**src/hdl/pbkdf_pkg.sv**
```systemverilog
// Shared widths, SHA-256 constants, padding words and port structs, imported by all engine RTL
`default_nettype none

package pbkdf_pkg;

	localparam int hash_w      = 256; // SHA-256 state width
	localparam int block_w     = 512; // Message block width
	localparam int rounds      = 64;  // Rounds per compression
	localparam int salt_blocks = 4;   // Output blocks per job

	typedef logic [hash_w/32-1:0][31:0]  sha_state_t; // Word 0 is H0, at the low end
	typedef logic [block_w/32-1:0][31:0] sha_block_t; // Word 0 is W0, at the low end

	// Standard SHA-256 initial state, H0 in the low word
	localparam sha_state_t sha_iv = {
		32'h5be0cd19, 32'h1f83d9ab, 32'h9b05688c, 32'h510e527f,
		32'ha54ff53a, 32'h3c6ef372, 32'hbb67ae85, 32'h6a09e667
	};

	localparam logic [31:0] ipad_word = 32'h3636_3636; // HMAC inner pad
	localparam logic [31:0] opad_word = 32'h5c5c_5c5c; // HMAC outer pad

	// Words 4..15 after the 16 header tail bytes, 80 bytes total
	localparam logic [11:0][31:0] hdr_tail_pad = {
		32'h0000_0280,                    // Length 640 bits
		{10{32'h0000_0000}},
		32'h8000_0000                     // Stop bit
	};

	// Words 5..15 of a salt block, 64 + 80 + 4 bytes
	localparam logic [10:0][31:0] salt_pad = {
		32'h0000_04a0,                    // Length 1184 bits
		{9{32'h0000_0000}},
		32'h8000_0000
	};

	// Words 8..15 after a digest hashed on top of a key block
	localparam logic [7:0][31:0] digest_pad = {
		32'h0000_0300,                    // Length 768 bits
		{6{32'h0000_0000}},
		32'h8000_0000
	};

	typedef enum logic [2:0] {
		key_head,   // Header bytes 0..63
		key_tail,   // Header bytes 64..79 plus padding
		ipad_key,   // Key xor ipad
		ipad_msg,   // Header bytes 0..63 on top of inner key
		opad_key,   // Key xor opad
		salt_inner, // Salt block on top of inner hash
		salt_outer  // Inner digest on top of outer hash
	} pbkdf_step_t;

	typedef struct packed {
		sha_block_t       head;  // First 64 header bytes
		logic [2:0][31:0] tail;  // Next 12 header bytes
		logic [31:0]      nonce; // Last header word
	} pbkdf_work_t;

	typedef struct packed {
		logic [$clog2(salt_blocks)-1:0] index; // Block number, 0 based
		sha_state_t                     hash;
	} pbkdf_block_t;

endpackage

`default_nettype wire

```
**src/hdl/hash_round_counter.sv**
```systemverilog
// Round counter for each compression and salt-block counter for each job, shared by core and datapath
`default_nettype none
`timescale 1ns/1ps

module hash_round_counter (
	input  logic                   pbkdf_clk,
	input  logic                   reset,
	input  logic                   start,      // Restart rounds
	input  logic                   capture,    // New job accepted
	input  logic                   done,       // Compression finished
	input  pbkdf_pkg::pbkdf_step_t step,
	output logic [5:0]             round,
	output logic                   last_salt,  // Fourth block just finished
	output logic [1:0]             salt_index
);
	import pbkdf_pkg::*;

	always_ff @(posedge pbkdf_clk) begin
		if (reset) begin
			round      <= 6'd0;
			salt_index <= 2'd0;
		end else begin
			if (start)
				round <= 6'd0;
			else if (round != 6'(rounds - 1))
				round <= round + 6'd1; // Parks at 63 between compressions
			if (capture)
				salt_index <= 2'd0;
			else if (done && step == salt_outer)
				salt_index <= salt_index + 2'd1;
		end
	end

	assign last_salt = done && (step == salt_outer) && (salt_index == 2'(salt_blocks - 1));

endmodule

`default_nettype wire

```
**config.mk**
```make
export PLATFORM = sky130hd
export DESIGN_NAME = hash_round_counter
export DESIGN_NICKNAME = d
export VERILOG_FILES = /design/src/hdl/pbkdf_pkg.sv /design/src/hdl/hash_round_counter.sv
export SDC_FILE = /design/constraint.sdc
export NUM_CORES = 1
export LEC_CHECK = 0
export CORE_AREA = 5 5 42 44
export CTS_BUF_LIST = sky130_fd_sc_hd__clkbuf_8
export CTS_CLUSTER_DIAMETER = 40
export DETAILED_ROUTE_END_ITERATION = 12
export DIE_AREA = 0 0 47 49
export DONT_BUFFER_PORTS = 1
export PLACE_DENSITY = 0.48
export SYNTH_ARGS = -nofsm -noshare
export SYNTH_HDL_FRONTEND = slang
export SYNTH_SLANG_ARGS = --single-unit
```
**constraint.sdc**
```tcl
create_clock -name pbkdf_clk -period 1.2 [get_ports pbkdf_clk]
set_clock_uncertainty 0.05 [all_clocks]
set_input_delay 0.18 -clock pbkdf_clk [delete_from_list [all_inputs] [get_ports pbkdf_clk]]
set_output_delay 0.18 -clock pbkdf_clk [all_outputs]
set_load 0.02 [all_outputs]
```
# Word level (Yosys, flattened, before mapping)
# Cells that the tools add are included.
# classes
reduce_logical	4
n_shift	0
div	0
order_cmp	0
muxes	0
mul	0
eq_ne	3
addsub	2
bitwise	0
# op_table
cell	count
6-bit by 1-bit adder with 6-bit output, second input constant	1
6-bit inequality test, second input constant	1
2-bit OR reduction	2
3-bit equality test, second input constant	1
2-bit by 1-bit adder with 2-bit output, second input constant	1
2-bit equality test, second input constant	1
1-bit logical AND	2
# totals
latch_bits	0
memories	0
regBits	8
output_inout_bits	9
romBits	0
mem_bits_rw	0
input_bits	8

# Longest topological paths before layout
# depth
word_depth	3
ltp_mapped	4
ltp_nobuf	4

# Least setup slack after synthesis
# No wires, ideal clock.
# synth_timing
path_type	flip-flop to flip-flop
startpoint	register round[0]
endpoint	register round[4]
t_arrival_ns	1.129
path_buffers	0
stages_incl_launch_ff	5
slack_ns	-0.102
synth_period_minus_slack_ns	1.302
t_required_ns	1.027
cell_sequence	dfxtp_1 > ha_1 > nand3_1 > nor3b_1 > nor3_1
# synth_between
elab_chain_cells	1
elab_cells_between_ends	2
classes_between	add/sub: 1; eq/ne: 1
# synth_rtl
element	line_no	rtl
start: declaration	hash_round_counter.sv:12	output logic [5:0] round,
start signal: assignment	hash_round_counter.sv:26	round <= round + 6'd1;
6-bit by 1-bit adder with 6-bit output / 6-bit inequality test (equally long branches)	hash_round_counter.sv:26, hash_round_counter.sv:25	
# Several ways; a longest one is shown, not always the timed one.
# A chain may end at the register's enable or synchronous reset.

# Worst setup path in the final report
# layout_timing
startpoint	register salt_index[0]
endpoint	output last_salt
# layout_between
elab_chain_cells	2
# layout_rtl
element	line_no	rtl
start: declaration	hash_round_counter.sv:14	output logic [1:0] salt_index
start signal: assignment	hash_round_counter.sv:30	salt_index <= salt_index + 2'd1;
2-bit equality test	hash_round_counter.sv:34	assign last_salt = done && (step == salt_outer) && (salt_index == 2'(salt_blocks - 1));
1-bit logical AND	hash_round_counter.sv:34	
end: declaration	hash_round_counter.sv:13	output logic last_salt,
# Every way passes these cells.

==> flow_metrics.py <==
metrics = {
    "timing": {
        "hold_violations": 0,
        "worst_hold_slack_ns": 0.0676,
        "period_share_pct": 98.5,
        "final.setup.tns_ns": 0,
        "tightest_slew_ns": 0.241,
        "slew_viol_final": 0,
        "max_freq_ghz": 0.846,
        "setup-violations-final": 0,
        "min_period_ns": 1.18,
        "slew_headroom_pct": 83.9,
    },
    "grt": {
        "use_met1_pct": 12.7,
        "grt_start_max_net_pins": 8,
        "grt_pass1_wl_mm": 1.66,
        "grt_use_met3_pct": 2.95,
        "antenna_found_initial": 0,
        "grt_pass1_vias": 403,
        "grt_use_met2_pct": 14.5,
        "busiest_layer": "met2",
        "grt_usage_pct": 10.2,
        "gr-total-overflow": 0,
    },
    "layout": {
        "nFillCells": 150,
        "fin_nets": 70,
        "drive_gt1_share_pct": 43.1,
        "diodes": 0,
        "area_delta_synth_final_pct": 45.7,
    },
    "clock_tree": {
        "root_buffer": "clkbuf_8",
        "cts_tree": "done",
        "clk_latency_ns": 0.23,
        "cts.sinks": 8,
        "cts_buffer_depth": 2,
        "htreeDepth": 1,
        "clkTransAtPathRegs_ns": 0.04,
        "cts_buffers": 3,
    },
    "drt": {
        "avgRoutedWirePerCell_microns": 14.3,
        "drt_iter0_markers": 10,
        "routed_wl_mm": 1.06,
        "ant_nets": 0,
        "vias_per_cell": 4.96,
        "vias": 367,
        "drc": 0,
        "firstDrtPassIters": 4,
    },
    "yosys": {
        "synth-seq-area-share_pct": 39.5,
        "synth_cell_types": 23,
        "synth_nets": 53,
        "ys_warn_count": 0,
        "synthTopCellsByArea": "dfxtp_1 40%, ha_1 6.2%, nand4b_4 5.9%",
        "syn_area_sq_um": 405,
        "synth_top_cell_area_share_pct": 39.5,
        "netlist_instances": 43,
        "synth-seq-cells": 8,
        "syn_area_per_cell_sq_um": 9.43,
        "yosysTopAreaCell": "dfxtp_1",
    },
    "worst_setup_path": {
        "startpoint_type": "flip-flop",
        "r2r_slack_ns": 0.08,
        "reg2regPathDepth": 4,
        "path_class": "flip-flop to output port",
        "worst-path-max-fanout": 2,
        "reg2reg_to": "round[5]",
        "crit_path_end_kind": "output port",
        "arrival_ns": 0.95,
        "r2r_start": "round[1]",
        "crit_required_ns": 0.97,
    },
    "power_and_ir_drop": {
        "p_leak_nw": 0.238,
        "clkPwrFrac_pct": 50.7,
        "seqPwrFrac_pct": 43.1,
        "p_switching_mw": 0.127,
        "ir_drop_v": 0.000572,
        "power_density_nw_per_um2": 1080,
        "comb_power_share_pct": 6.2,
        "switching_share_pct": 20.0,
        "power_mw": 0.636,
        "p_int_mw": 0.509,
    },
    "min_path": {
        "min_path_type": "primary input to flip-flop",
        "hold_path_depth": 3,
        "min_to": "round[2]",
        "hold_path_startpoint": "reset",
    },
    "floorplanning": {
        "rows": 14,
        "core_sq_um": 1400,
        "dieArea_sq_um": 2300,
        "start_util_pct": 28.9,
        "die_h_microns": 49,
        "ioPinCount": 17,
        "die_x_microns": 47,
    },
    "placed_design": {
        "place_hpwl_microns": 761,
        "gp_congestion": 0.803,
        "portBuffers": 0,
    },
    "job": {
        "drv_cap": 0,
    },
    "outcome": {
        "status": "finished, final reports clean",
    },
}
## worst max path at each step
| stage | start | slack (ns) | to |
|---|---|---|---|
| floorplan | round[0] | 0.004 | round[4] |
| global placement | round[1] | 0.08 | round[5] |
| detailed placement | round[0] | 0.07 | round[4] |
| CTS | salt_index[1] | 0.004 | last_salt |
| global route | salt_index[0] | -0.006 | last_salt |
| finish | salt_index[0] | 0.02 | last_salt |
## flip-flops by register name, indices dropped and copies added (netlist names)
signal / flops
round: 6
salt_index: 2
## Yosys cell counts, drive strengths merged
cell    n
dfxtp   8
nor3    4
and3    3
nand2   3
nor2    3
o21ai   3
a21oi   2
a31oi   2
ha      2
nand3   2
nor3b   2
a211oi  1
and2    1
inv     1
mux2i   1
nand4b  1
nor2b   1
or2     1
xnor2   1
xor2    1
## area by class of cell
class                      instances  area, sq um  share of cell area, %
clock buffer                       3         41.3                   6.99
inverter                           1         3.75                  0.636
multi-input combinational         34          265                   44.9
sequential                         8          165                   28.0
tap                               16         20.0                   3.39
timing repair buffer              12         95.1                   16.1
## metal layers
metal,vias up,routed length [microns]
met5,-,0
met4,0,26
met3,4,75
met2,13,496
met1,162,458
li1,188,-
## critical path: stages, from the launching register on
cell	delay (ns)
dfxtp_2	0.35
ha_4	0.13
inv_1	0.03
nor2_1	0.07
buf_4	0.14
## repair_timing
item                                    CTS  global route
endpoints found under the hold margin     2             0
pin swaps                                 0             2
hold buffers                              2             0
endpoints found under the setup margin    1             3
gates resized for setup                   1             6
setup buffers                             0             0
## cell usage in the layout, fill, tap and decap left out, types with 2 or more instances in the layout
cell type | netlist | layout
a31oi_1 | 2 | 2
buf_4 | 0 | 10
a21oi_1 | 2 | 2
nor2_1 | 3 | 3
dlygate4sd3_1 | 0 | 2
dfxtp_1 | 8 | 4
nand2_1 | 3 | 3
dfxtp_2 | 0 | 4
clkbuf_8 | 0 | 3
and3_1 | 2 | 2
nor3_1 | 4 | 4
## cells by family (layout without fill, tap and decap cells)
logic type               count (synthesis)  in the layout  share of synthesized area (%)
XOR/XNOR                                 2              2                           4.32
flip-flops                               8              8                           39.5
AO/OA/AOI/OAI                            8              8                           12.3
buffers and inverters                    1             16                          0.925
adder cells (fa/ha/maj)                  2              2                           6.17
AND/OR/NAND/NOR                         21             21                           34.3
multiplexers                             1              1                           2.47
## power groups by stage
stage	registers, mW	logic, mW	clock network (mW)
2_1_floorplan	0.284	0.0152	0
3_3_place_gp	0.278	0.0326	0
3_5_place_dp	0.278	0.0313	0
4_1_cts	0.273	0.0382	0.333
5_1_grt	0.274	0.0437	0.342
6_report	0.274	0.0394	0.323
## metrics by stage
stage | area, sq um | utilization (%) | cells | setup slack (ns)
finish | 591 | 42.1 | 74 | 0.0184
global route | 591 | 42.1 | 74 | -0.00610
CTS | 566 | 40.4 | 74 | 0.00429
detailed placement | 503 | 35.9 | 69 | 0.0672
global placement | 503 | 35.9 | 69 | 0.0818
floorplan | 408 | - | 43 | 0.00389
No activity file was read; power rests on OpenSTA's default activity.
