==> src/hdl/pbkdf_pkg.sv <==
// Shared widths, SHA-256 constants, padding words and port structs, imported by all engine RTL
`default_nettype none

package pbkdf_pkg;

	localparam int hash_w      = 256; // SHA-256 state width
	localparam int block_w     = 512; // Message block width
	localparam int rounds      = 64;  // Rounds per compression
	localparam int salt_blocks = 4;   // Output blocks per job

	typedef logic [hash_w/32-1:0][31:0]  sha_state_t; // Word 0 is H0, at the low end
	typedef logic [block_w/32-1:0][31:0] sha_block_t; // Word 0 is W0, at the low end

	// Standard SHA-256 initial state, H0 in the low word
	localparam sha_state_t sha_iv = {
		32'h5be0cd19, 32'h1f83d9ab, 32'h9b05688c, 32'h510e527f,
		32'ha54ff53a, 32'h3c6ef372, 32'hbb67ae85, 32'h6a09e667
	};

	localparam logic [31:0] ipad_word = 32'h3636_3636; // HMAC inner pad
	localparam logic [31:0] opad_word = 32'h5c5c_5c5c; // HMAC outer pad

	// Words 4..15 after the 16 header tail bytes, 80 bytes total
	localparam logic [11:0][31:0] hdr_tail_pad = {
		32'h0000_0280,                    // Length 640 bits
		{10{32'h0000_0000}},
		32'h8000_0000                     // Stop bit
	};

	// Words 5..15 of a salt block, 64 + 80 + 4 bytes
	localparam logic [10:0][31:0] salt_pad = {
		32'h0000_04a0,                    // Length 1184 bits
		{9{32'h0000_0000}},
		32'h8000_0000
	};

	// Words 8..15 after a digest hashed on top of a key block
	localparam logic [7:0][31:0] digest_pad = {
		32'h0000_0300,                    // Length 768 bits
		{6{32'h0000_0000}},
		32'h8000_0000
	};

	typedef enum logic [2:0] {
		key_head,   // Header bytes 0..63
		key_tail,   // Header bytes 64..79 plus padding
		ipad_key,   // Key xor ipad
		ipad_msg,   // Header bytes 0..63 on top of inner key
		opad_key,   // Key xor opad
		salt_inner, // Salt block on top of inner hash
		salt_outer  // Inner digest on top of outer hash
	} pbkdf_step_t;

	typedef struct packed {
		sha_block_t       head;  // First 64 header bytes
		logic [2:0][31:0] tail;  // Next 12 header bytes
		logic [31:0]      nonce; // Last header word
	} pbkdf_work_t;

	typedef struct packed {
		logic [$clog2(salt_blocks)-1:0] index; // Block number, 0 based
		sha_state_t                     hash;
	} pbkdf_block_t;

endpackage

`default_nettype wire

==> src/hdl/pbkdf_datapath.sv <==
// Work item and intermediate hash storage, builds each chaining state and padded message block
`default_nettype none
`timescale 1ns/1ps

module pbkdf_datapath (
	input  logic                   pbkdf_clk,
	input  logic                   reset,
	input  logic                   capture,
	input  logic                   load,
	input  logic                   done,
	input  pbkdf_pkg::pbkdf_work_t job,
	input  pbkdf_pkg::pbkdf_step_t step,
	input  logic [1:0]             salt_index,
	input  pbkdf_pkg::sha_state_t  digest,
	output pbkdf_pkg::sha_state_t  chain,
	output pbkdf_pkg::sha_block_t  message,
	output pbkdf_pkg::pbkdf_block_t blk
);
	import pbkdf_pkg::*;

	pbkdf_work_t work;         // Captured header
	sha_state_t  key_hash;     // Hash of the header
	sha_state_t  inner_hash;   // Inner HMAC state
	sha_state_t  outer_hash;   // Outer HMAC state
	sha_state_t  scratch;      // Midstate or inner digest
	sha_state_t  next_chain;
	sha_block_t  next_message;
	logic [31:0] blk_num;      // 1-based PBKDF2 block count

	assign blk_num = {30'd0, salt_index} + 32'd1;

	always_comb begin
		next_chain   = sha_iv;
		next_message = work.head;
		case (step)
			key_head: ; // Defaults
			key_tail: begin
				next_chain   = scratch;
				next_message = {hdr_tail_pad, work.nonce, work.tail};
			end
			ipad_key: next_message = {{8{ipad_word}}, key_hash ^ {8{ipad_word}}};
			ipad_msg: next_chain = scratch;
			opad_key: next_message = {{8{opad_word}}, key_hash ^ {8{opad_word}}};
			salt_inner: begin
				next_chain   = inner_hash;
				next_message = {salt_pad, blk_num, work.nonce, work.tail};
			end
			salt_outer: begin
				next_chain   = outer_hash;
				next_message = {digest_pad, scratch};
			end
			default: ;
		endcase
	end

	always_ff @(posedge pbkdf_clk) begin
		if (capture)
			work <= job;
		if (load) begin
			chain   <= next_chain;   // Held for the whole compression
			message <= next_message;
		end
		if (done) begin
			case (step)
				key_head, ipad_key, salt_inner: scratch <= digest;
				key_tail: key_hash   <= digest;
				ipad_msg: inner_hash <= digest;
				opad_key: outer_hash <= digest;
				default: ;
			endcase
		end
	end

	always_ff @(posedge pbkdf_clk) begin
		if (reset) begin
			blk <= '0;
		end else if (done && step == salt_outer) begin
			blk.index <= salt_index;
			blk.hash  <= digest; // Stays put until the next block
		end
	end

endmodule

`default_nettype wire

==> config.mk <==
export PLATFORM = sky130hd
export DESIGN_NAME = pbkdf_datapath
export DESIGN_NICKNAME = d
export VERILOG_FILES = /design/src/hdl/pbkdf_pkg.sv /design/src/hdl/pbkdf_datapath.sv
export SDC_FILE = /design/constraint.sdc
export NUM_CORES = 2
export LEC_CHECK = 0
export ABC_AREA = 1
export BUFFER_PORTS_ARGS = -buffer_cell sky130_fd_sc_hd__buf_2
export CAP_MARGIN = 25
export CORE_AREA = 5 5 744 746
export CTS_BUF_LIST = sky130_fd_sc_hd__clkbuf_16
export CTS_CLUSTER_SIZE = 14
export DETAILED_ROUTE_END_ITERATION = 7
export DIE_AREA = 0 0 749 751
export PLACE_DENSITY = 0.37
export REMOVE_ABC_BUFFERS = 1
export SKIP_CTS_REPAIR_TIMING = 1
export SYNTH_ARGS = -nofsm -noshare
export SYNTH_HDL_FRONTEND = slang
export SYNTH_SLANG_ARGS = --single-unit
==> constraint.sdc <==
create_clock -name pbkdf_clk -period 27.7 [get_ports pbkdf_clk]
set_input_delay 1.385 -clock pbkdf_clk [delete_from_list [all_inputs] [get_ports pbkdf_clk]]
set_output_delay 1.385 -clock pbkdf_clk [all_outputs]
set_load 0.02 [all_outputs]
Word-level counts from Yosys, hierarchy flattened
Cells that the tools add are included.
{ "totals": {"input_bits": 906, "regBits": 2690} }
{ "classes": {"muxes": 2, "n_addsub": 1, "n_reduce_logical": 8, "n_eq_ne": 6, "bitwise": 2} }
{ "ops": {"columns": ["op", "count"], "rows": [
  ["one-hot mux 512 bit (5 select lines)", 1],
  ["one-hot mux 256 bit (3 select lines)", 1],
  ["inverter 128 bit", 2],
  ["equality test 3 bit, second input constant", 3],
  ["AND reduction 2 bit", 4],
  ["equality test 3 x 2 -> 1 bit, second input constant", 2],
  ["adder 2 x 1 -> 3 bit, second input constant", 1],
  ["equality test 3 x 1 -> 1 bit, second input constant", 1],
  ["zero test 3 bit", 1],
  ["OR reduction 3 bit", 1],
  ["OR reduction 2 bit", 1],
  ["logical AND 1 bit", 1]
]} }

Longest topological paths before layout
{ "logic_depth": {"depth_word": 3, "ltp_mapped": 10, "mapped_depth_nobuf": 7} }

Worst setup path after synthesis
No wires, ideal clock.
{ "synth_path": {"kind": "input -> register", "from": "input port step[0]", "to": "register inner_hash[0] in the netlist's numbering (enable)", "n_path_buf": 2, "setup_time_ns": 1.186, "path_slack_ns": 7.318, "required_ns": 26.514, "path_stages": 6, "arrival_time_ns": 19.197, "path_cell_list": "buf_4 > inv_2 > nor2_1 > inv_2 > clkbuf_1 > nor3_1"} }
{ "synth_via": {"elab_chain_cells": 2} }
{ "synth_lines": {"columns": ["item", "line", "source"], "rows": [
  ["start, declared", "pbkdf_datapath.sv:12", "input pbkdf_pkg::pbkdf_step_t step,"],
  ["equality test 3 x 2 -> 1 bit", "pbkdf_datapath.sv:64", "case (step)"],
  ["AND reduction 2 bit (no source line)", null, null],
  ["end signal, assigned", "pbkdf_datapath.sv:67", "ipad_msg: inner_hash <= digest;"],
  ["end, declared", "pbkdf_datapath.sv:23", "sha_state_t inner_hash;"]
]} }
Every way passes these cells.
A chain may end at the register's enable or synchronous reset.

Worst setup path after layout
{ "layout_path": {"from": "input port step[0]", "to": "register key_hash[52] in the netlist's numbering (enable)"} }
{ "layout_via": {"elab_chain_cells": 2} }
{ "layout_lines": {"columns": ["item", "line", "source"], "rows": [
  ["equality test 3 x 1 -> 1 bit", "pbkdf_datapath.sv:64", null],
  ["AND reduction 2 bit (no source line)", null, null],
  ["end signal, assigned", "pbkdf_datapath.sv:66", "key_tail: key_hash <= digest;"],
  ["end, declared", "pbkdf_datapath.sv:22", "sha_state_t key_hash;"]
]} }
Every way passes these cells.

==> flow_metrics.tcl <==
set metrics [dict create \
    critPathBufInv 8 \
    finalCriticalPeriod_ns 5.66 \
    area_growth_pct 27.6 \
    cts_tree "built" \
    hold_path.class "reg2reg" \
    grt.busiest_layer "met2" \
    cp-start-kind "input pin" \
    arrival_ns 6.22 \
    ys_types 25 \
    die_x_microns 749 \
    run_status "completed" \
    hpwl_microns 352000 \
    rsz0062_at_grt "false" \
    final_cells 17600 \
    grt_usage_pct 16.7 \
    num-fill-cells 58400 \
    crit_family "buffers and inverters" \
    clkSlewWorstSetupHoldPaths_ns 0.06 \
    ys_seq_elements 2690 \
    worst_pin_slew_ns 1.19 \
    static-leakage-power_nw 51.7 \
    syn_inst 8130 \
    setup_violations 0 \
    yosysTopAreaCell "edfxtp_1" \
    critical_path_required_ns 28.26 \
    drt-pass1-iter-count 7 \
    grt_pass1_vias 72000 \
    grtUsageMet1_pct 19.6 \
    syn_area_sq_mm 0.103 \
    crit_chain "buf_8 -> buf_4 -> inv_2 -> nor2_4 -> buf_4 -> nand2_1 -> nor2_4 -> buf_4 -> buf_4 -> buf_4 -> buf_4" \
    wl_microns 496000 \
    use_met3_pct 4.48 \
    fin_skew_ns 0.0648 \
    root_buffer "clkbuf_16" \
    num_vias 72700 \
    die_area_sq_mm 0.562 \
    setup_ws_ns 22.04 \
    place_congestion 0.796 \
    cts_max_level 5 \
    worst_slew_margin_rel_pct 20.4 \
    grt_max_degree 150 \
    overflow 0 \
    row_count 272 \
    ir_drop_mv 0.0422 \
    avgSynthCellArea_sq_um 12.7 \
    cts_buffers 334 \
    final_common_cell "edfxtp_1" \
    synth_top_area_share_pct 70.7 \
    final_cell_mix "2432 x edfxtp_1, 2221 x nand2_1, 1926 x buf_2" \
    drc 0 \
    cp-end-kind "flop" \
    nets 10900 \
    ios 1932 \
    maxSlewViolCount 0 \
    initial_core_util_pct 18.9 \
    clock_latency_ns 0.94 \
    placedCellCount 16900 \
    timing.hold.ws_ns 0.475 \
    yosys_warnings 0 \
    pre_cts_slack_ns 20.88 \
    met2_usage_pct 30.0 \
    hold_viol 0 \
    max_stage_delay_ns 0.74 \
    r2r_slack_ns 26.15 \
    period_share_pct 20.4 \
    viasPerCell 4.13 \
    grt_pass1_wl_microns 654000 \
    coreArea_sq_mm 0.547 \
    crit_path_frequent_cell "buf_4" \
    ys_seq_area_share_pct 75.7 \
    synth_area_leaders "edfxtp_1 71%, nand2_1 8.1%, dfxtp_1 5.0%, o2111ai_1 3.8%, nor2_1 3.5%" \
    drt_iter0_drc 5372 \
    drive_gt1_share_pct 25.0 \
    cp_max_fo 45 \
    antenna_found_initial 178 \
    clockBufferDepth 4 \
    crit_type "in2reg" \
    cap_violations 0 \
    slowest_stage "buf_4" \
    ant_nets 0 \
    wl_per_cell_microns 28.2 \
    die_y_microns 751 \
    power_density_mw_per_mm2 76.0 \
    cts.sinks 2690 \
    io_buffers 1931 \
    fmax_mhz 177 \
]
report_power, final:
part           internal (mW)  switching (mW)  leakage (nW)
combinational          0.231           0.702          20.9
sequential              4.72           0.112          25.4
clock                   2.40            1.85          5.44
total                   7.35            2.67          51.7
worst min-delay path, stage by stage (launching register included):
cell	delay, ns
dfxtp_1	0.32
nor2_1	0.04
nor2_1	0.08
layer usage:
metal  up-vias  wire length, microns
met2      2478                250000
met4       100                 15700
met1     36700                195000
met3       676                 34000
met5         -                   636
li1      32700                     -
cells by family after synthesis:
kind of cell | count (synthesis) | share of synthesized area (%)
DFF | 2690 | 75.7
buffers and inverters | 883 | 3.55
adders and majority gates | 1 | 0.0121
AOI/OAI and AO/OA | 482 | 4.04
and+or+nand+nor | 4074 | 16.7
stage by stage:
stage                     power (mW)  util (%)  setup TNS [ns]  cell area [sq um]
after floorplan                 5.30         -         -232.28             101000
after global routing            10.4      24.1               0             132000
after detailed placement        5.89      22.2               0             121000
final                           10.0      24.1               0             132000
after CTS                       10.2      24.1               0             132000
after global placement          5.89      22.2               0             121000
state kept, by name, summed over array words and instances (netlist names):
signal / cells
message: 512
scratch: 256
chain: 256
blk: 258
work: 640
inner_hash: 256
key_hash: 256
outer_hash: 256
path summary, 6_finish.rpt:
| kind | from | end | depth (start not counted) |
|---|---|---|---|
| hold reg to reg | blk[192] | blk[192] | 2 |
| setup / recovery | step[0] | key_hash[52] | 11 |
| hold / removal | blk[192] | blk[192] | 2 |
| setup reg to reg | scratch[182] | message[182] | 4 |
cells in the mapped netlist (all sizes together):
master and number:
a31oi 1, buf 287, clkbuf 290, clkinv 1, dfxtp 258, edfxtp 2432, ha 1, inv 305
nand2 2226, nand3 468, nand3b 274, nand4 138, nor2 967, nor3 1, o2111ai 449, o211ai 31
o21a 1
layout make-up:
class | count | area (sq um) | share of cell area [%]
Antenna cell | 77 | 193 | 0.146
Clock inverter | 275 | 2030 | 1.54
Inverter | 306 | 1190 | 0.900
Tap cell | 7261 | 9080 | 6.89
Clock buffer | 336 | 8410 | 6.38
Sequential cell | 2690 | 78200 | 59.3
Timing Repair Buffer | 2102 | 11200 | 8.49
Multi-Input combinational cell | 4557 | 21600 | 16.4
Note: power is estimated with default switching activity, not from simulation.
