$ cat config.mk
export PLATFORM = sky130hd
export DESIGN_NAME = pbkdf_fsm
export DESIGN_NICKNAME = d
export VERILOG_FILES = /design/src/hdl/pbkdf_pkg.sv /design/src/hdl/pbkdf_fsm.sv
export SDC_FILE = /design/constraint.sdc
export NUM_CORES = 1
export LEC_CHECK = 0
export BUFFER_PORTS_ARGS = -buffer_cell sky130_fd_sc_hd__buf_2
export CAP_MARGIN = 30
export CORE_ASPECT_RATIO = 0.75
export CORE_MARGIN = 5
export CORE_UTILIZATION = 25
export CTS_BUF_LIST = sky130_fd_sc_hd__clkbuf_8
export DETAILED_ROUTE_END_ITERATION = 8
export PLACE_DENSITY = 0.4
export SLEW_MARGIN = 15
export SYNTH_ARGS = -nofsm -noshare
export SYNTH_HDL_FRONTEND = slang
export SYNTH_SLANG_ARGS = --single-unit
$ cat constraint.sdc
create_clock -name pbkdf_clk -period 4.2 [get_ports pbkdf_clk]
set_clock_uncertainty 0.05 [all_clocks]
set_input_delay 0.42 -clock pbkdf_clk [delete_from_list [all_inputs] [get_ports pbkdf_clk]]
set_output_delay 0.42 -clock pbkdf_clk [all_outputs]
set_load 0.02 [all_outputs]
$ cat src/hdl/pbkdf_pkg.sv
// Shared widths, SHA-256 constants, padding words and port structs, imported by all engine RTL
`default_nettype none

package pbkdf_pkg;

	localparam int hash_w      = 256; // SHA-256 state width
	localparam int block_w     = 512; // Message block width
	localparam int rounds      = 64;  // Rounds per compression
	localparam int salt_blocks = 4;   // Output blocks per job

	typedef logic [hash_w/32-1:0][31:0]  sha_state_t; // Word 0 is H0, at the low end
	typedef logic [block_w/32-1:0][31:0] sha_block_t; // Word 0 is W0, at the low end

	// Standard SHA-256 initial state, H0 in the low word
	localparam sha_state_t sha_iv = {
		32'h5be0cd19, 32'h1f83d9ab, 32'h9b05688c, 32'h510e527f,
		32'ha54ff53a, 32'h3c6ef372, 32'hbb67ae85, 32'h6a09e667
	};

	localparam logic [31:0] ipad_word = 32'h3636_3636; // HMAC inner pad
	localparam logic [31:0] opad_word = 32'h5c5c_5c5c; // HMAC outer pad

	// Words 4..15 after the 16 header tail bytes, 80 bytes total
	localparam logic [11:0][31:0] hdr_tail_pad = {
		32'h0000_0280,                    // Length 640 bits
		{10{32'h0000_0000}},
		32'h8000_0000                     // Stop bit
	};

	// Words 5..15 of a salt block, 64 + 80 + 4 bytes
	localparam logic [10:0][31:0] salt_pad = {
		32'h0000_04a0,                    // Length 1184 bits
		{9{32'h0000_0000}},
		32'h8000_0000
	};

	// Words 8..15 after a digest hashed on top of a key block
	localparam logic [7:0][31:0] digest_pad = {
		32'h0000_0300,                    // Length 768 bits
		{6{32'h0000_0000}},
		32'h8000_0000
	};

	typedef enum logic [2:0] {
		key_head,   // Header bytes 0..63
		key_tail,   // Header bytes 64..79 plus padding
		ipad_key,   // Key xor ipad
		ipad_msg,   // Header bytes 0..63 on top of inner key
		opad_key,   // Key xor opad
		salt_inner, // Salt block on top of inner hash
		salt_outer  // Inner digest on top of outer hash
	} pbkdf_step_t;

	typedef struct packed {
		sha_block_t       head;  // First 64 header bytes
		logic [2:0][31:0] tail;  // Next 12 header bytes
		logic [31:0]      nonce; // Last header word
	} pbkdf_work_t;

	typedef struct packed {
		logic [$clog2(salt_blocks)-1:0] index; // Block number, 0 based
		sha_state_t                     hash;
	} pbkdf_block_t;

endpackage

`default_nettype wire

$ cat src/hdl/pbkdf_fsm.sv
// Job sequencer, walks the thirteen compressions and runs the job and block handshakes
`default_nettype none
`timescale 1ns/1ps

module pbkdf_fsm (
	input  logic                   pbkdf_clk,
	input  logic                   reset,
	input  logic                   job_req,
	output logic                   job_ack,
	output logic                   blk_req,
	input  logic                   blk_ack,
	input  logic                   done,      // From core
	input  logic                   last_salt, // From counter, valid with done
	output logic                   capture,   // Latch work item
	output pbkdf_pkg::pbkdf_step_t step,
	output logic                   load,      // Latch next chain and block
	output logic                   start
);
	import pbkdf_pkg::*;

	typedef enum logic [1:0] {
		st_idle,
		st_compress,
		st_wait_ack, // blk_req up, waiting for sink
		st_release   // Waiting for blk_ack to fall
	} fsm_state_t;

	fsm_state_t state;
	logic       final_blk; // Current block is the job's last

	// Accept only once the previous job_ack has fallen
	assign capture = (state == st_idle) && job_req && !job_ack;

	always_ff @(posedge pbkdf_clk) begin
		if (reset) begin
			state     <= st_idle;
			step      <= key_head;
			start     <= 1'b0;
			load      <= 1'b0;
			blk_req   <= 1'b0;
			final_blk <= 1'b0;
		end else begin
			start <= 1'b0; // Single-cycle strobes
			load  <= 1'b0;
			case (state)
				st_idle: begin
					if (capture) begin
						step  <= key_head;
						start <= 1'b1;
						load  <= 1'b1;
						state <= st_compress;
					end
				end
				st_compress: begin
					if (done) begin
						if (step == salt_outer) begin
							blk_req   <= 1'b1; // Block is latched in this same edge
							final_blk <= last_salt;
							state     <= st_wait_ack;
						end else begin
							step  <= pbkdf_step_t'(step + 3'd1); // Steps run in enum order
							start <= 1'b1;
							load  <= 1'b1;
						end
					end
				end
				st_wait_ack: begin
					if (blk_ack) begin
						blk_req <= 1'b0;
						state   <= st_release;
					end
				end
				st_release: begin
					if (!blk_ack) begin
						if (final_blk) begin
							state <= st_idle;
						end else begin
							step  <= salt_inner; // Next salt block
							start <= 1'b1;
							load  <= 1'b1;
							state <= st_compress;
						end
					end
				end
				default: state <= st_idle;
			endcase
		end
	end

	// Job side runs alongside the compressions
	always_ff @(posedge pbkdf_clk) begin
		if (reset)
			job_ack <= 1'b0;
		else if (capture)
			job_ack <= 1'b1;
		else if (!job_req)
			job_ack <= 1'b0; // Source released, drop ack
	end

endmodule

`default_nettype wire

Word-level counts from Yosys, hierarchy flattened
Cells that the tools add are included.

operators by class
  add/sub/neg operators = 1
  equal/unequal tests = 12
  mux-type cells = 25
  reductions and logical operators = 10

operators by type and width
  cell                 number
  $mux 3               5
  $ne 2x2->1 const B   7
  $mux 1               11
  $mux 2               5
  $pmux 3 s3           1
  $pmux 2 s4           1
  $reduce_and 6->1     1
  $reduce_and 5->1     1
  $eq 2x2->1 const B   2
  $reduce_and 4->1     1
  $add 3x1->3 const B  1
  $eq 3x3->1 const B   1
  $pmux 1 s3           1
  $reduce_and 3->1     1
  $reduce_bool 3->1    1
  $eq 2x1->1 const B   1
  $logic_and 1x1->1    2
  $logic_not 2->1      1
  $ne 2x1->1 const B   1
  $pmux 1 s2           1
  $reduce_bool 2->1    1
  $logic_not 1->1      1

storage, ports and cells
  register bits after elaboration = 9
  input bits = 6
  output and inout port bits = 8
  word-level logic and storage cells = 54

Logic depth before layout (Yosys ltp)
  word-level depth = 5
  depth in mapped cells = 7
  depth with buffers taken out = 6

Worst setup path before layout
OpenSTA, ideal clock, no wires.

  kind = register -> register
  from = register state[1]
  to = register step[1]
  library setup time = 70 ps
  arrival time = 1715 ps
  required time = 4080 ps
  path slack = 2365 ps
  cell stages (with the launch flop) = 8
  path buffers = 1
  period minus slack after synthesis = 1835 ps
  cell sequence = dfxtp_1 > inv_1 > ha_1 > buf_6 > nor2b_4 > a221o_1 > or4_1 > a21oi_1

between the ends
  longest elaborated chain between the ends = 5
  elaborated cells between the ends (all ways) = 13
  classes of those cells = eq/ne: 7; mux: 1; reduce/logical: 5

ends and longest elaborated chain
  item                               RTL line                          RTL
  start, declared                    pbkdf_fsm.sv:28                   fsm_state_t state;
  start signal, assigned             pbkdf_fsm.sv:36                   state <= st_idle;
  start signal, assigned             pbkdf_fsm.sv:51                   state <= st_compress;
  start signal, assigned             pbkdf_fsm.sv:59                   state <= st_wait_ack;
  $logic_not 2->1                    pbkdf_fsm.sv:32, pbkdf_fsm.sv:45
  $logic_and 1x1->1 (2 in series)    pbkdf_fsm.sv:32                   assign capture = (state == st_idle) && job_req && !job_ack;
  $ne 2x2->1 (no source line)        -
  $reduce_and 6->1 (no source line)  -
  end signal, assigned               pbkdf_fsm.sv:37                   step <= key_head;
  end signal, assigned               pbkdf_fsm.sv:48                   step <= key_head;
  end signal, assigned               pbkdf_fsm.sv:61                   step <= pbkdf_step_t'(step + 3'd1);
  end, declared                      pbkdf_fsm.sv:15                   output pbkdf_pkg::pbkdf_step_t step,

Several ways; a longest one is shown, not always the timed one.
A chain may end at the register's enable or synchronous reset.

Worst setup path after layout
Ends and elaborated chain as after synthesis.

==> flow_summary.json <==
{
  "clock_latency_ns": 0.24,
  "hpwl_mm": 1.060,
  "drt-initial-drc-count": 17,
  "grt_start_max_net_pins": 11,
  "hold_viol": 0,
  "p_int_uw": 266.8,
  "grt-ovfl-total": 0,
  "htreeDepth": 1,
  "fin_crit_sh_pct": 47.05,
  "pre_cts_ws_ns": 2.258,
  "mostFrequentLayoutCells": "13 x buf_2, 9 x dfxtp_1, 7 x inv_1",
  "clkTransAtPathRegs_ns": 0.05,
  "first_pass_iters": 4,
  "syn_area_per_cell_um2": 8.685,
  "critPathRequiredTime_ns": 4.32,
  "cts_sinks": 9,
  "highest_layer": "met4",
  "seq_area_um2": 180.2,
  "first_global_vias": 443,
  "grt_pass1_wl_mm": 2.194,
  "clock_path_buffers": 2,
  "fmax_mhz": 506.0,
  "initial_core_util_pct": 26.01,
  "cap_violations": 0,
  "final_common_cell": "buf_2",
  "drt-total-wl_mm": 1.363,
  "diodes": 0,
  "clkPwrFrac_pct": 22.0,
  "synth_fa_ha_area_share_pct": 12.71,
  "rsz0062_at_grt": "false",
  "antenna_found_initial": 0,
  "route.vias.total": 543,
  "fp.dieH_um": 52.09,
  "layout.nets": 95,
  "tightest_slew_ns": 0.4934,
  "critPathArrivalTime_ns": 2.10,
  "hp-class": "in -> reg",
  "ys_types": 32,
  "cts.hold.buffers_added": 0,
  "final_util_pct": 31.74,
  "area_growth_pct": 22.03,
  "relSlewSlack_pct": 67.11,
  "fillCellCount": 245,
  "p_switching_uw": 200.7,
  "seq_area_frac_synth_pct": 30.51,
  "synthCells": 68,
  "stdcell_count": 116,
  "synth_top_family_by_area": "simple AND/OR/NAND/NOR gates",
  "cts_root_buffer": "clkbuf_8",
  "cts_setup_buffers": 0,
  "syn_area_um2": 590.6,
  "wl_per_cell_um": 11.75,
  "setup-tns-final_ns": 0,
  "post_cts_resized": 0,
  "yosysWarnings": 0,
  "track_usage_pct": 8.938,
  "path_class": "reg -> reg",
  "syn_nets": 80,
  "numPortBuffers": 13,
  "p_comb_share_pct": 52.5,
  "synth_top_area_share_pct": 30.51,
  "path_cells": "inv_1 > ha_1 > nor2b_4 > a221o_1 > or4_1 > a21oi_1",
  "end_kind": "flop",
  "min_period_ns": 1.976,
  "cts_tree": "built",
  "dieArea_um2": 3444,
  "yosys.area.top_type": "dfxtp_1",
  "crit_path_start_kind": "flop",
  "critPathSlowestCell": "or4_1",
  "viasPerCell": 4.681,
  "status": "finished clean",
  "synth-simple-area-share_pct": 25.00,
  "slew_viol_final": 0,
  "synth_compound_area_share_pct": 22.46,
  "num_rows": 15,
  "total_leakage_power_uw": 0.0003228,
  "cts_buffers": 3,
  "path_max_fanout": 9,
  "wl_met2_um": 541,
  "multi_input_area_um2": 365.4,
  "synth_xor_area_share_pct": 0,
  "ant_nets": 0,
  "die_x_um": 66.12,
  "seqPwrFrac_pct": 25.5,
  "p_per_area_nw_per_um2": 648.7,
  "max-vdd-ir-drop_mv": 0.1882,
  "ios": 14,
  "place_inst": 112,
  "m1WireLength_um": 697,
  "place.gp.congestion": 0.8106,
  "drt_drc_violations_left": 0,
  "synth_area_leaders": "dfxtp_1 31%, ha_1 13%, a21oi_1 4.2%",
  "fin_hold_ws_ns": 0.3645,
  "wl_met3_um": 112,
  "setup_viol_count_final": 0,
  "core_region_area_um2": 2271,
  "drive_gt1_share_pct": 23.17,
  "synthMuxAreaShare_pct": 1.695,
  "synth_seq_cells": 9,
  "finalWorstSetupSlack_ns": 2.224,
  "switching_share_pct": 42.93,
  "max_stage_delay_ns": 0.48
}
## cells in the mapped netlist, drive strengths merged
| master | number |
|---|---|
| a31oi | 2 |
| nor3b | 1 |
| a21oi | 5 |
| o22ai | 1 |
| ha | 6 |
| nor2 | 5 |
| mux2i | 1 |
| o211ai | 1 |
| inv | 6 |
| nor2b | 4 |
| and3 | 1 |
| a2111oi | 1 |
| a21o | 1 |
| nand2b | 2 |
| dfxtp | 9 |
| o21ai | 1 |
| nand4 | 1 |
| clkbuf | 1 |
| nand3 | 3 |
| buf | 2 |
| nand2 | 3 |
| a31o | 1 |
| a221o | 1 |
| o211a | 1 |
| a221oi | 1 |
| nor3 | 3 |
| o31ai | 1 |
| a311oi | 1 |
| or4 | 2 |
## layout make-up
class                           count  share of cell area, %
Clock buffer                        3                  5.729
Tap cell                           34                  5.903
Clock inverter                      1                 0.5208
Timing Repair Buffer               13                  9.028
Sequential cell                     9                  25.00
Multi-Input combinational cell     50                  50.69
Inverter                            6                  3.125
## flip-flops by register name (all words and copies together) (netlist names)
name / count
job_ack: 1
start: 1
step: 3
blk_req: 1
state: 2
final_blk: 1
## power by group through the flow
stage	Sequential (uW)	Combinational, uW	Clock, uW
floorplan	129	193	0
global placement	121	254	0
detailed placement	120	246	0
CTS	119	248	108
global route	122	272	114
finish	119	246	103
## worst max-delay path: cells and delay by family, from the launching register on
| kind | cells | cell delay, ns |
|---|---|---|
| and+or+nand+nor | 2 | 0.65 |
| adders and majority gates | 1 | 0.29 |
| DFF | 1 | 0.38 |
| AOI/OAI and AO/OA | 2 | 0.45 |
| buffers and inverters | 1 | 0.09 |
## logic make-up after synthesis
kind of cell               after synthesis
AOI/OAI and AO/OA                       18
and+or+nand+nor                         25
muxes                                    1
DFF                                      9
buffers and inverters                    9
adders and majority gates                6
## path summary, 6_finish.rpt
| check | end | slack [ns] | cells past startpoint | start |
|---|---|---|---|---|
| hold reg to reg | job_ack | 0.46 | 2 | job_ack |
| setup / recovery | step[1] | 2.22 | 6 | state[1] |
| setup reg to reg | step[1] | 2.22 | 6 | state[1] |
| hold / removal | final_blk | 0.36 | 3 | last_salt |
## metrics by stage
stage,instance area (um^2),power [uW]
floorplan,590.6,322.1
global placement,675.6,374.6
detailed placement,675.6,366.2
CTS,720.7,474.9
global route,720.7,507.9
finish,720.7,467.5
## metal layers
metal,up-vias,GRT usage (%)
li1,277,-
met1,246,12.19
met2,18,11.86
met3,2,4.536
met4,0,3.041
met5,-,0
Note: power is estimated with default switching activity, not from simulation.
