==> src/hdl/pbkdf_pkg.sv <==
// Shared widths, SHA-256 constants, padding words and port structs, imported by all engine RTL
`default_nettype none

package pbkdf_pkg;

	localparam int hash_w      = 256; // SHA-256 state width
	localparam int block_w     = 512; // Message block width
	localparam int rounds      = 64;  // Rounds per compression
	localparam int salt_blocks = 4;   // Output blocks per job

	typedef logic [hash_w/32-1:0][31:0]  sha_state_t; // Word 0 is H0, at the low end
	typedef logic [block_w/32-1:0][31:0] sha_block_t; // Word 0 is W0, at the low end

	// Standard SHA-256 initial state, H0 in the low word
	localparam sha_state_t sha_iv = {
		32'h5be0cd19, 32'h1f83d9ab, 32'h9b05688c, 32'h510e527f,
		32'ha54ff53a, 32'h3c6ef372, 32'hbb67ae85, 32'h6a09e667
	};

	localparam logic [31:0] ipad_word = 32'h3636_3636; // HMAC inner pad
	localparam logic [31:0] opad_word = 32'h5c5c_5c5c; // HMAC outer pad

	// Words 4..15 after the 16 header tail bytes, 80 bytes total
	localparam logic [11:0][31:0] hdr_tail_pad = {
		32'h0000_0280,                    // Length 640 bits
		{10{32'h0000_0000}},
		32'h8000_0000                     // Stop bit
	};

	// Words 5..15 of a salt block, 64 + 80 + 4 bytes
	localparam logic [10:0][31:0] salt_pad = {
		32'h0000_04a0,                    // Length 1184 bits
		{9{32'h0000_0000}},
		32'h8000_0000
	};

	// Words 8..15 after a digest hashed on top of a key block
	localparam logic [7:0][31:0] digest_pad = {
		32'h0000_0300,                    // Length 768 bits
		{6{32'h0000_0000}},
		32'h8000_0000
	};

	typedef enum logic [2:0] {
		key_head,   // Header bytes 0..63
		key_tail,   // Header bytes 64..79 plus padding
		ipad_key,   // Key xor ipad
		ipad_msg,   // Header bytes 0..63 on top of inner key
		opad_key,   // Key xor opad
		salt_inner, // Salt block on top of inner hash
		salt_outer  // Inner digest on top of outer hash
	} pbkdf_step_t;

	typedef struct packed {
		sha_block_t       head;  // First 64 header bytes
		logic [2:0][31:0] tail;  // Next 12 header bytes
		logic [31:0]      nonce; // Last header word
	} pbkdf_work_t;

	typedef struct packed {
		logic [$clog2(salt_blocks)-1:0] index; // Block number, 0 based
		sha_state_t                     hash;
	} pbkdf_block_t;

endpackage

`default_nettype wire

==> src/hdl/sha256_core.sv <==
// Iterative SHA-256 compression, one round per clock, timed by the external round counter
`default_nettype none
`timescale 1ns/1ps

module sha256_core (
	input  logic                  pbkdf_clk,
	input  logic                  reset,
	input  logic                  start,   // Begin a compression
	input  logic [5:0]            round,   // Current round from counter
	input  pbkdf_pkg::sha_state_t chain,   // Chaining state, stable until done
	input  pbkdf_pkg::sha_block_t message, // Message block, valid from round 0
	output pbkdf_pkg::sha_state_t digest,  // Valid while done is high
	output logic                  done
);
	import pbkdf_pkg::*;

	localparam logic [31:0] round_k [rounds] = '{
		32'h428a2f98, 32'h71374491, 32'hb5c0fbcf, 32'he9b5dba5, 32'h3956c25b, 32'h59f111f1,
		32'h923f82a4, 32'hab1c5ed5, 32'hd807aa98, 32'h12835b01, 32'h243185be, 32'h550c7dc3,
		32'h72be5d74, 32'h80deb1fe, 32'h9bdc06a7, 32'hc19bf174, 32'he49b69c1, 32'hefbe4786,
		32'h0fc19dc6, 32'h240ca1cc, 32'h2de92c6f, 32'h4a7484aa, 32'h5cb0a9dc, 32'h76f988da,
		32'h983e5152, 32'ha831c66d, 32'hb00327c8, 32'hbf597fc7, 32'hc6e00bf3, 32'hd5a79147,
		32'h06ca6351, 32'h14292967, 32'h27b70a85, 32'h2e1b2138, 32'h4d2c6dfc, 32'h53380d13,
		32'h650a7354, 32'h766a0abb, 32'h81c2c92e, 32'h92722c85, 32'ha2bfe8a1, 32'ha81a664b,
		32'hc24b8b70, 32'hc76c51a3, 32'hd192e819, 32'hd6990624, 32'hf40e3585, 32'h106aa070,
		32'h19a4c116, 32'h1e376c08, 32'h2748774c, 32'h34b0bcb5, 32'h391c0cb3, 32'h4ed8aa4a,
		32'h5b9cca4f, 32'h682e6ff3, 32'h748f82ee, 32'h78a5636f, 32'h84c87814, 32'h8cc70208,
		32'h90befffa, 32'ha4506ceb, 32'hbef9a3f7, 32'hc67178f2
	};

	logic        busy;             // Rounds in progress
	sha_state_t  vars_q, vars;     // Working registers a..h as words 0..7
	sha_block_t  sched_q, sched;   // Rolling sixteen-word schedule
	logic [31:0] big_s0, big_s1;
	logic [31:0] ch, maj, t1, t2;
	logic [31:0] w_next;

	function automatic logic [31:0] rotr(input logic [31:0] x, input int n);
		return (x >> n) | (x << (32 - n));
	endfunction

	always_comb begin
		vars  = (round == 6'd0) ? chain : vars_q;     // Round 0 starts from chaining state
		sched = (round == 6'd0) ? message : sched_q;  // and from the fresh block
		big_s1 = rotr(vars[4], 6) ^ rotr(vars[4], 11) ^ rotr(vars[4], 25);
		ch     = (vars[4] & vars[5]) ^ (~vars[4] & vars[6]);
		t1     = vars[7] + big_s1 + ch + round_k[round] + sched[0];
		big_s0 = rotr(vars[0], 2) ^ rotr(vars[0], 13) ^ rotr(vars[0], 22);
		maj    = (vars[0] & vars[1]) ^ (vars[0] & vars[2]) ^ (vars[1] & vars[2]);
		t2     = big_s0 + maj;
		// W[t+16] from W[t+14], W[t+9], W[t+1], W[t]
		w_next = (rotr(sched[14], 17) ^ rotr(sched[14], 19) ^ (sched[14] >> 10))
			+ sched[9]
			+ (rotr(sched[1], 7) ^ rotr(sched[1], 18) ^ (sched[1] >> 3))
			+ sched[0];
	end

	always_ff @(posedge pbkdf_clk) begin
		if (reset) begin
			busy <= 1'b0;
			done <= 1'b0;
		end else begin
			done <= busy && (round == 6'(rounds - 1)); // One cycle after round 63
			if (start)
				busy <= 1'b1;
			else if (round == 6'(rounds - 1))
				busy <= 1'b0;
		end
	end

	always_ff @(posedge pbkdf_clk) begin
		if (busy) begin
			vars_q <= {vars[6], vars[5], vars[4], vars[3] + t1, // e = d + t1
				vars[2], vars[1], vars[0], t1 + t2};            // a = t1 + t2
			sched_q <= {w_next, sched[15:1]};                   // Shift window down
		end
	end

	always_comb begin
		for (int i = 0; i < hash_w / 32; i++)
			digest[i] = chain[i] + vars_q[i]; // Feed-forward add
	end

endmodule

`default_nettype wire

==> config.mk <==
export PLATFORM = sky130hd
export DESIGN_NAME = sha256_core
export DESIGN_NICKNAME = d
export VERILOG_FILES = /design/src/hdl/pbkdf_pkg.sv /design/src/hdl/sha256_core.sv
export SDC_FILE = /design/constraint.sdc
export NUM_CORES = 2
export LEC_CHECK = 0
export BUFFER_PORTS_ARGS = -buffer_cell sky130_fd_sc_hd__buf_2
export CELL_PAD_IN_SITES_DETAIL_PLACEMENT = 0
export CELL_PAD_IN_SITES_GLOBAL_PLACEMENT = 1
export CORE_AREA = 2 2 404 406
export CTS_CLUSTER_DIAMETER = 30
export DETAILED_ROUTE_END_ITERATION = 8
export DIE_AREA = 0 0 406 408
export PLACE_DENSITY_LB_ADDON = 0.05
export SLEW_MARGIN = 20
export SYNTH_ARGS = -nofsm -noshare
export SYNTH_HDL_FRONTEND = slang
export SYNTH_SLANG_ARGS = --single-unit
==> constraint.sdc <==
create_clock -name pbkdf_clk -period 26 [get_ports pbkdf_clk]
set_input_delay 5.2 -clock pbkdf_clk [delete_from_list [all_inputs] [get_ports pbkdf_clk]]
set_output_delay 5.2 -clock pbkdf_clk [all_outputs]
set_load 0.1 [all_outputs]
* Word level (Yosys, flattened, before mapping)
Memory sizes are Yosys's and may differ from the RTL's.
Cells that the tools add are included.
** Operators by class
- Equality and inequality tests :: 1
- Reduce and logical (&&, ||, !) cells :: 3
- Bitwise operators :: 28
- Order comparisons :: 1
- Muxes and demuxes :: 6
- Add/subtract/negate cells :: 18
** Operators with widths (count)
- 32-bit adder :: 18
- 512-bit 2-to-1 mux :: 1
- 32-bit bitwise XOR :: 9
- 256-bit 2-to-1 mux :: 1
- 32-bit AND :: 5
- 32-bit 2-to-1 mux :: 2
- 32-bit inverter :: 1
- 10-bit by 32-bit OR with 32-bit output :: 1
- 13-bit by 32-bit OR with 32-bit output :: 1
- 14-bit by 32-bit OR with 32-bit output :: 1
- 15-bit by 32-bit OR with 32-bit output :: 1
- 19-bit by 32-bit OR with 32-bit output :: 1
- 21-bit by 32-bit OR with 32-bit output :: 1
- 25-bit by 32-bit OR with 32-bit output :: 1
- 26-bit by 32-bit OR with 32-bit output :: 1
- 30-bit by 32-bit OR with 32-bit output :: 1
- 7-bit by 32-bit OR with 32-bit output :: 1
- 32-bit by 22-bit bitwise XOR with 32-bit output :: 1
- 32-bit by 29-bit bitwise XOR with 32-bit output :: 1
- 7-bit >= comparator (second input constant) :: 1
- 6-bit inverter with 7-bit output :: 1
- 6-bit == test (second input constant) :: 1
- 6-bit logical NOT :: 1
- 1-bit 2-to-1 mux :: 2
- other kinds (2) :: 2
** Storage, ports and cells
- Input bits :: 777
- ROM bits :: 2048
- Output and inout port bits :: 257
- Register bits :: 770
- Logic and storage cells :: 84
- Memories kept :: 1
** Memory list
- (no name shown) :: depth 64, width 32, rd ports 1, clocked after memory_dff 0, write ports 0, line sha256_core.sv:47 : t1 = vars[7] + big_s1 + ch + round_k[round] + sched[0];

* Depth between registers and ports, before layout
- Depth after elaboration :: 10
- Mapped depth :: 42
- Gate-level depth less buffers :: 36

* Worst setup path after synthesis
Ideal clock, no wire load.
- Kind :: register to register
- Start :: register busy
- End :: register sched_q[0] in the netlist's numbering (enable)
- Period minus slack after synthesis :: 18.369 ns
- Setup slack :: 7.631 ns
- Setup time :: 1.217 ns
- Path buffers :: 0
- Arrival time :: 17.151 ns
- Data required time :: 24.783 ns
- Cell stages (with the launch flop) :: 1
- Cell sequence :: dfxtp_1
** RTL lines
- start: declaration :: line sha256_core.sv:31 : logic busy;
- start signal: assignment :: line sha256_core.sv:60 : busy <= 1'b0;
- start signal: assignment :: line sha256_core.sv:65 : busy <= 1'b1;
- start signal: assignment :: line sha256_core.sv:67 : busy <= 1'b0;
- end signal: assignment :: line sha256_core.sv:75 : sched_q <= {w_next, sched[15:1]};
- end: declaration :: line sha256_core.sv:33 : sha_block_t sched_q, sched;
No word-level cell between the ends.

* Worst setup path after layout
- Start :: input port round[1]
- End :: register vars_q[31] in the netlist's numbering (data pin)
** Between the ends
- Cells in the longest elaborated chain, start to end :: 10
- Elaborated cells between the ends (all ways) :: 32
- Those cells by class :: add/sub: 6; mux: 4; bitwise: 20; reduce/logical: 1; memory: 1
** Ends and longest elaborated chain
- start: declaration :: line sha256_core.sv:9 : input logic [5:0] round,
- 6-bit logical NOT :: line sha256_core.sv:43, sha256_core.sv:44
- 256-bit 2-to-1 mux :: line sha256_core.sv:43 : vars = (round == 6'd0) ? chain : vars_q;
- 26-bit by 32-bit OR with 32-bit output / 21-bit by 32-bit OR with 32-bit output (equally long branches) :: line sha256_core.sv:39 : return (x >> n) | (x << (32 - n));
- 32-bit bitwise XOR (2 in a row) :: line sha256_core.sv:45 : big_s1 = rotr(vars[4], 6) ^ rotr(vars[4], 11) ^ rotr(vars[4], 25);
- 32-bit adder (4 in a row) :: line sha256_core.sv:47
- 32-bit adder (*) :: line sha256_core.sv:74 : vars[2], vars[1], vars[0], t1 + t2};
- end signal: assignment :: line sha256_core.sv:73 : vars_q <= {vars[6], vars[5], vars[4], vars[3] + t1,
- end: declaration :: line sha256_core.sv:32 : sha_state_t vars_q, vars;
Mark *: on every way between the ends. The rest lies on a longest branch, timed or not. The select of a mux whose other input is x is not followed.
A chain may end at the register's enable or synchronous reset.

==> metrics.csv <==
stage,metric,value,unit
routing,DRC,0,
clock_network,post-cts sizing count,0,
cells_and_area,Nets,9109,
cells_and_area,Finished Layout Cells,10200,
cells_and_area,"commonest non-fill, non-tap cell in the layout",nand2_1,
routing,DR vias/cell,5.37,
clock_network,Worst-path clk slew,0.04,ns
worst_setup_path,worst setup path category,input port to flip-flop,
worst_setup_path,CP max stage delay,0.75,ns
die,Die Area,166000,um^2
worst_setup_path,Reg2Reg Setup Slack,17.24,ns
synthesis,Synth async-reset ratio,0,%
worst_setup_path,cell mode on critical path,fa_1,
timing,Final Skew,0.0968,ns
cells_and_area,most frequent cells in the layout,"1905 x nand2_1, 1031 x buf_2, 768 x edfxtp_1",
clock_network,clk sink count,770,
worst_setup_path,Critical R2R Launch,vars_q[140],
die,core footprint,162000,um^2
placement,PortBufs,1033,
synthesis,"Top FF cell, synth",edfxtp_1,
timing,max-slew headroom at the worst pin,14.7,%
global_routing,vias in the first global route,52300,
cells_and_area,layout cells sized above 1,19.8,%
clock_network,Post-CTS Setup Inserts,0,
timing,final setup margin,10.20,ns
placement,pre-CTS WS,9.47,ns
worst_setup_path,Critical Path AT,16.39,ns
synthesis,syn_nets,7972,
die,Die Wd,406,um
min_path,hold path endpoint,sched_q[288],
cells_and_area,final design utilization,47.0,%
cells_and_area,Layout area overhead,25.7,%
clock_network,hold buffer count at cts,0,
timing,Final Slew Violations,0,
synthesis,Post-synth EDFFs,768,
placement,DP HPWL,234,mm
timing,Tcrit/Tclk final,60.8,%
routing,final wirelength,285,mm
timing,Worst-Margin Slew,1.24,ns
routing,drt first pass iters,6,
routing,wire length per cell,28.1,um
min_path,HP Start,sched_q[320],
timing,Fin Setup TNS,0,ns
worst_setup_path,reg2reg path depth,30,
synthesis,Avg Inst Size Synth,9.16,um^2
timing,Tmin final,15.80,ns
die,die height,408,um
status,outcome,"complete, no violations",
synthesis,synthesized area,60400,um^2
die,I/O pin count,1034,
min_path,min-delay worst type,flip-flop to flip-flop,
timing,RSZ-0062 raised after global routing,false,
worst_setup_path,CP max stage cell,buf_4,
synthesis,sequential area share after synthesis,38.2,%
global_routing,initial antenna violation count,140,
clock_network,CTS Root Cell,clkbuf_16,
timing,final setup fails,0,
routing,DRT antenna net count,0,
global_routing,Total GRT Usage,33.4,%
worst_setup_path,Critical Path RT,26.59,ns
min_path,hold path depth,2,
clock_network,Inserted Clock Buffers,227,
clock_network,H-tree depth,4,
routing,drt initial violations,5392,
global_routing,largest net degree at the start of global routing,145,
run,max cap viols,0,
worst_setup_path,Crit Path Max Fanout,66,
timing,final hold violation count,0,
synthesis,Yosys cell types,96,
clock_network,CTS max path bufs,3,
synthesis,Seq cells post-synth,770,
synthesis,yosys warns,0,
routing,detailed-route via count,54500,
global_routing,total gr overflow,0,
die,starting density of the core,37.4,%
clock_network,Clock Latency Late Sink,0.88,ns
global_routing,first-pass GRT wire length,390,mm
placement,dpl cells,9685,
synthesis,post-synthesis cell count,6602,
die,num rows,148,
worst_setup_path,Worst setup EP type,flip-flop,
clock_network,CTS tree,done,
worst_setup_path,reg2reg end,vars_q[31],
timing,Fmax achieved,0.0633,GHz
placement,GP Congestion,0.979,
worst_setup_path,CP startpoint kind,input port,
==> logic make-up (layout without fill, tap and decap cells) <==
| family | after synthesis | after routing | share of synthesized area [%] |
|---|---|---|---|
| adders and majority gates | 614 | 614 | 15.1 |
| and+or+nand+nor | 2580 | 2580 | 17.5 |
| xor gates and xnor gates | 581 | 581 | 8.46 |
| buffers and inverters | 672 | 2006 | 4.36 |
| muxes | 244 | 244 | 4.41 |
| AOI/OAI and AO/OA | 1141 | 1141 | 12.0 |
| other | 0 | 47 | 0 |
| DFF | 770 | 770 | 38.2 |
==> cell usage after synthesis, types with 15 or more instances <==
| cell type | number | area share (%) |
|---|---|---|
| nand2b_1 | 48 | 0.50 |
| and2_1 | 17 | 0.18 |
| nand2_1 | 1905 | 12 |
| mux2_2 | 27 | 0.50 |
| o21ai_1 | 69 | 0.57 |
| inv_1 | 435 | 2.7 |
| clkbuf_1 | 132 | 0.82 |
| nor2_1 | 280 | 1.7 |
| a211oi_1 | 49 | 0.61 |
| and3_1 | 33 | 0.34 |
| edfxtp_1 | 768 | 38 |
| o31ai_1 | 18 | 0.22 |
| a21oi_1 | 362 | 3.0 |
| a21o_1 | 151 | 1.9 |
| o21a_1 | 65 | 0.81 |
| maj3_1 | 21 | 0.35 |
| xnor2_1 | 482 | 7.0 |
| ha_1 | 397 | 8.2 |
| o211ai_1 | 32 | 0.40 |
| xor2_1 | 96 | 1.4 |
| mux2i_1 | 196 | 3.2 |
| nand3_1 | 66 | 0.55 |
| inv_2 | 22 | 0.14 |
| nor2b_1 | 57 | 0.59 |
| fa_1 | 196 | 6.5 |
| o21bai_1 | 39 | 0.48 |
| a31oi_1 | 28 | 0.29 |
| nand4_1 | 26 | 0.27 |
| buf_1 | 15 | 0.093 |
| o21ai_0 | 173 | 1.4 |
| nor3_1 | 63 | 0.52 |
| or3_1 | 29 | 0.30 |
| buf_2 | 56 | 0.46 |
==> routing by layer <==
layer	vias to the layer above	track usage [%]	routed length (um)
met4	90	8.83	7220
met2	2393	52.2	129000
li1	25100	-	-
met1	26500	46.1	124000
met3	454	7.97	23900
met5	-	0	544
==> final cells by class <==
type	count	area [um^2]
Sequential cell	770	23100
Multi-Input combinational cell	5160	34700
Antenna cell	47	118
Timing Repair Buffer	1121	5870
Fill cell	15900	85700
Clock buffer	257	5810
Inverter	459	1720
Clock inverter	169	1910
Tap cell	2175	2720
==> flip-flops by register name (all words and copies together) (netlist names) <==
| register | cells |
|---|---|
| busy | 1 |
| sched_q | 512 |
| vars_q | 256 |
| done | 1 |
==> worst max-delay path, delay by kind of cell <==
family                     cells  cell delay, ns
xor gates and xnor gates       4            1.00
adders and majority gates      8            3.43
buffers and inverters          6            2.10
AOI/OAI and AO/OA             12            2.69
muxes                          1            0.63
and+or+nand+nor                6            1.28
==> per-stage QoR <==
step | hold WS, ns | cell area (um^2)
final | 0.474 | 76000
after global placement | 0.494 | 68200
after global routing | 0.505 | 76000
after detailed placement | 0.497 | 68200
after CTS | 0.464 | 75900
after floorplan | 0.491 | 60400
==> worst max path at each step <==
stage,startpoint,to,slack [ns],cells after the start
2_1_floorplan,busy,sched_q[0],7.63,0
3_3_place_gp,round[1],vars_q[31],9.64,37
3_5_place_dp,round[1],vars_q[31],9.47,37
4_1_cts,round[1],vars_q[31],10.38,37
5_1_grt,round[1],vars_q[31],9.57,37
6_report,round[1],vars_q[31],10.20,37
Power is not shown: default switching activity piles up to over one toggle a cycle in this logic, so the estimate is an artifact.
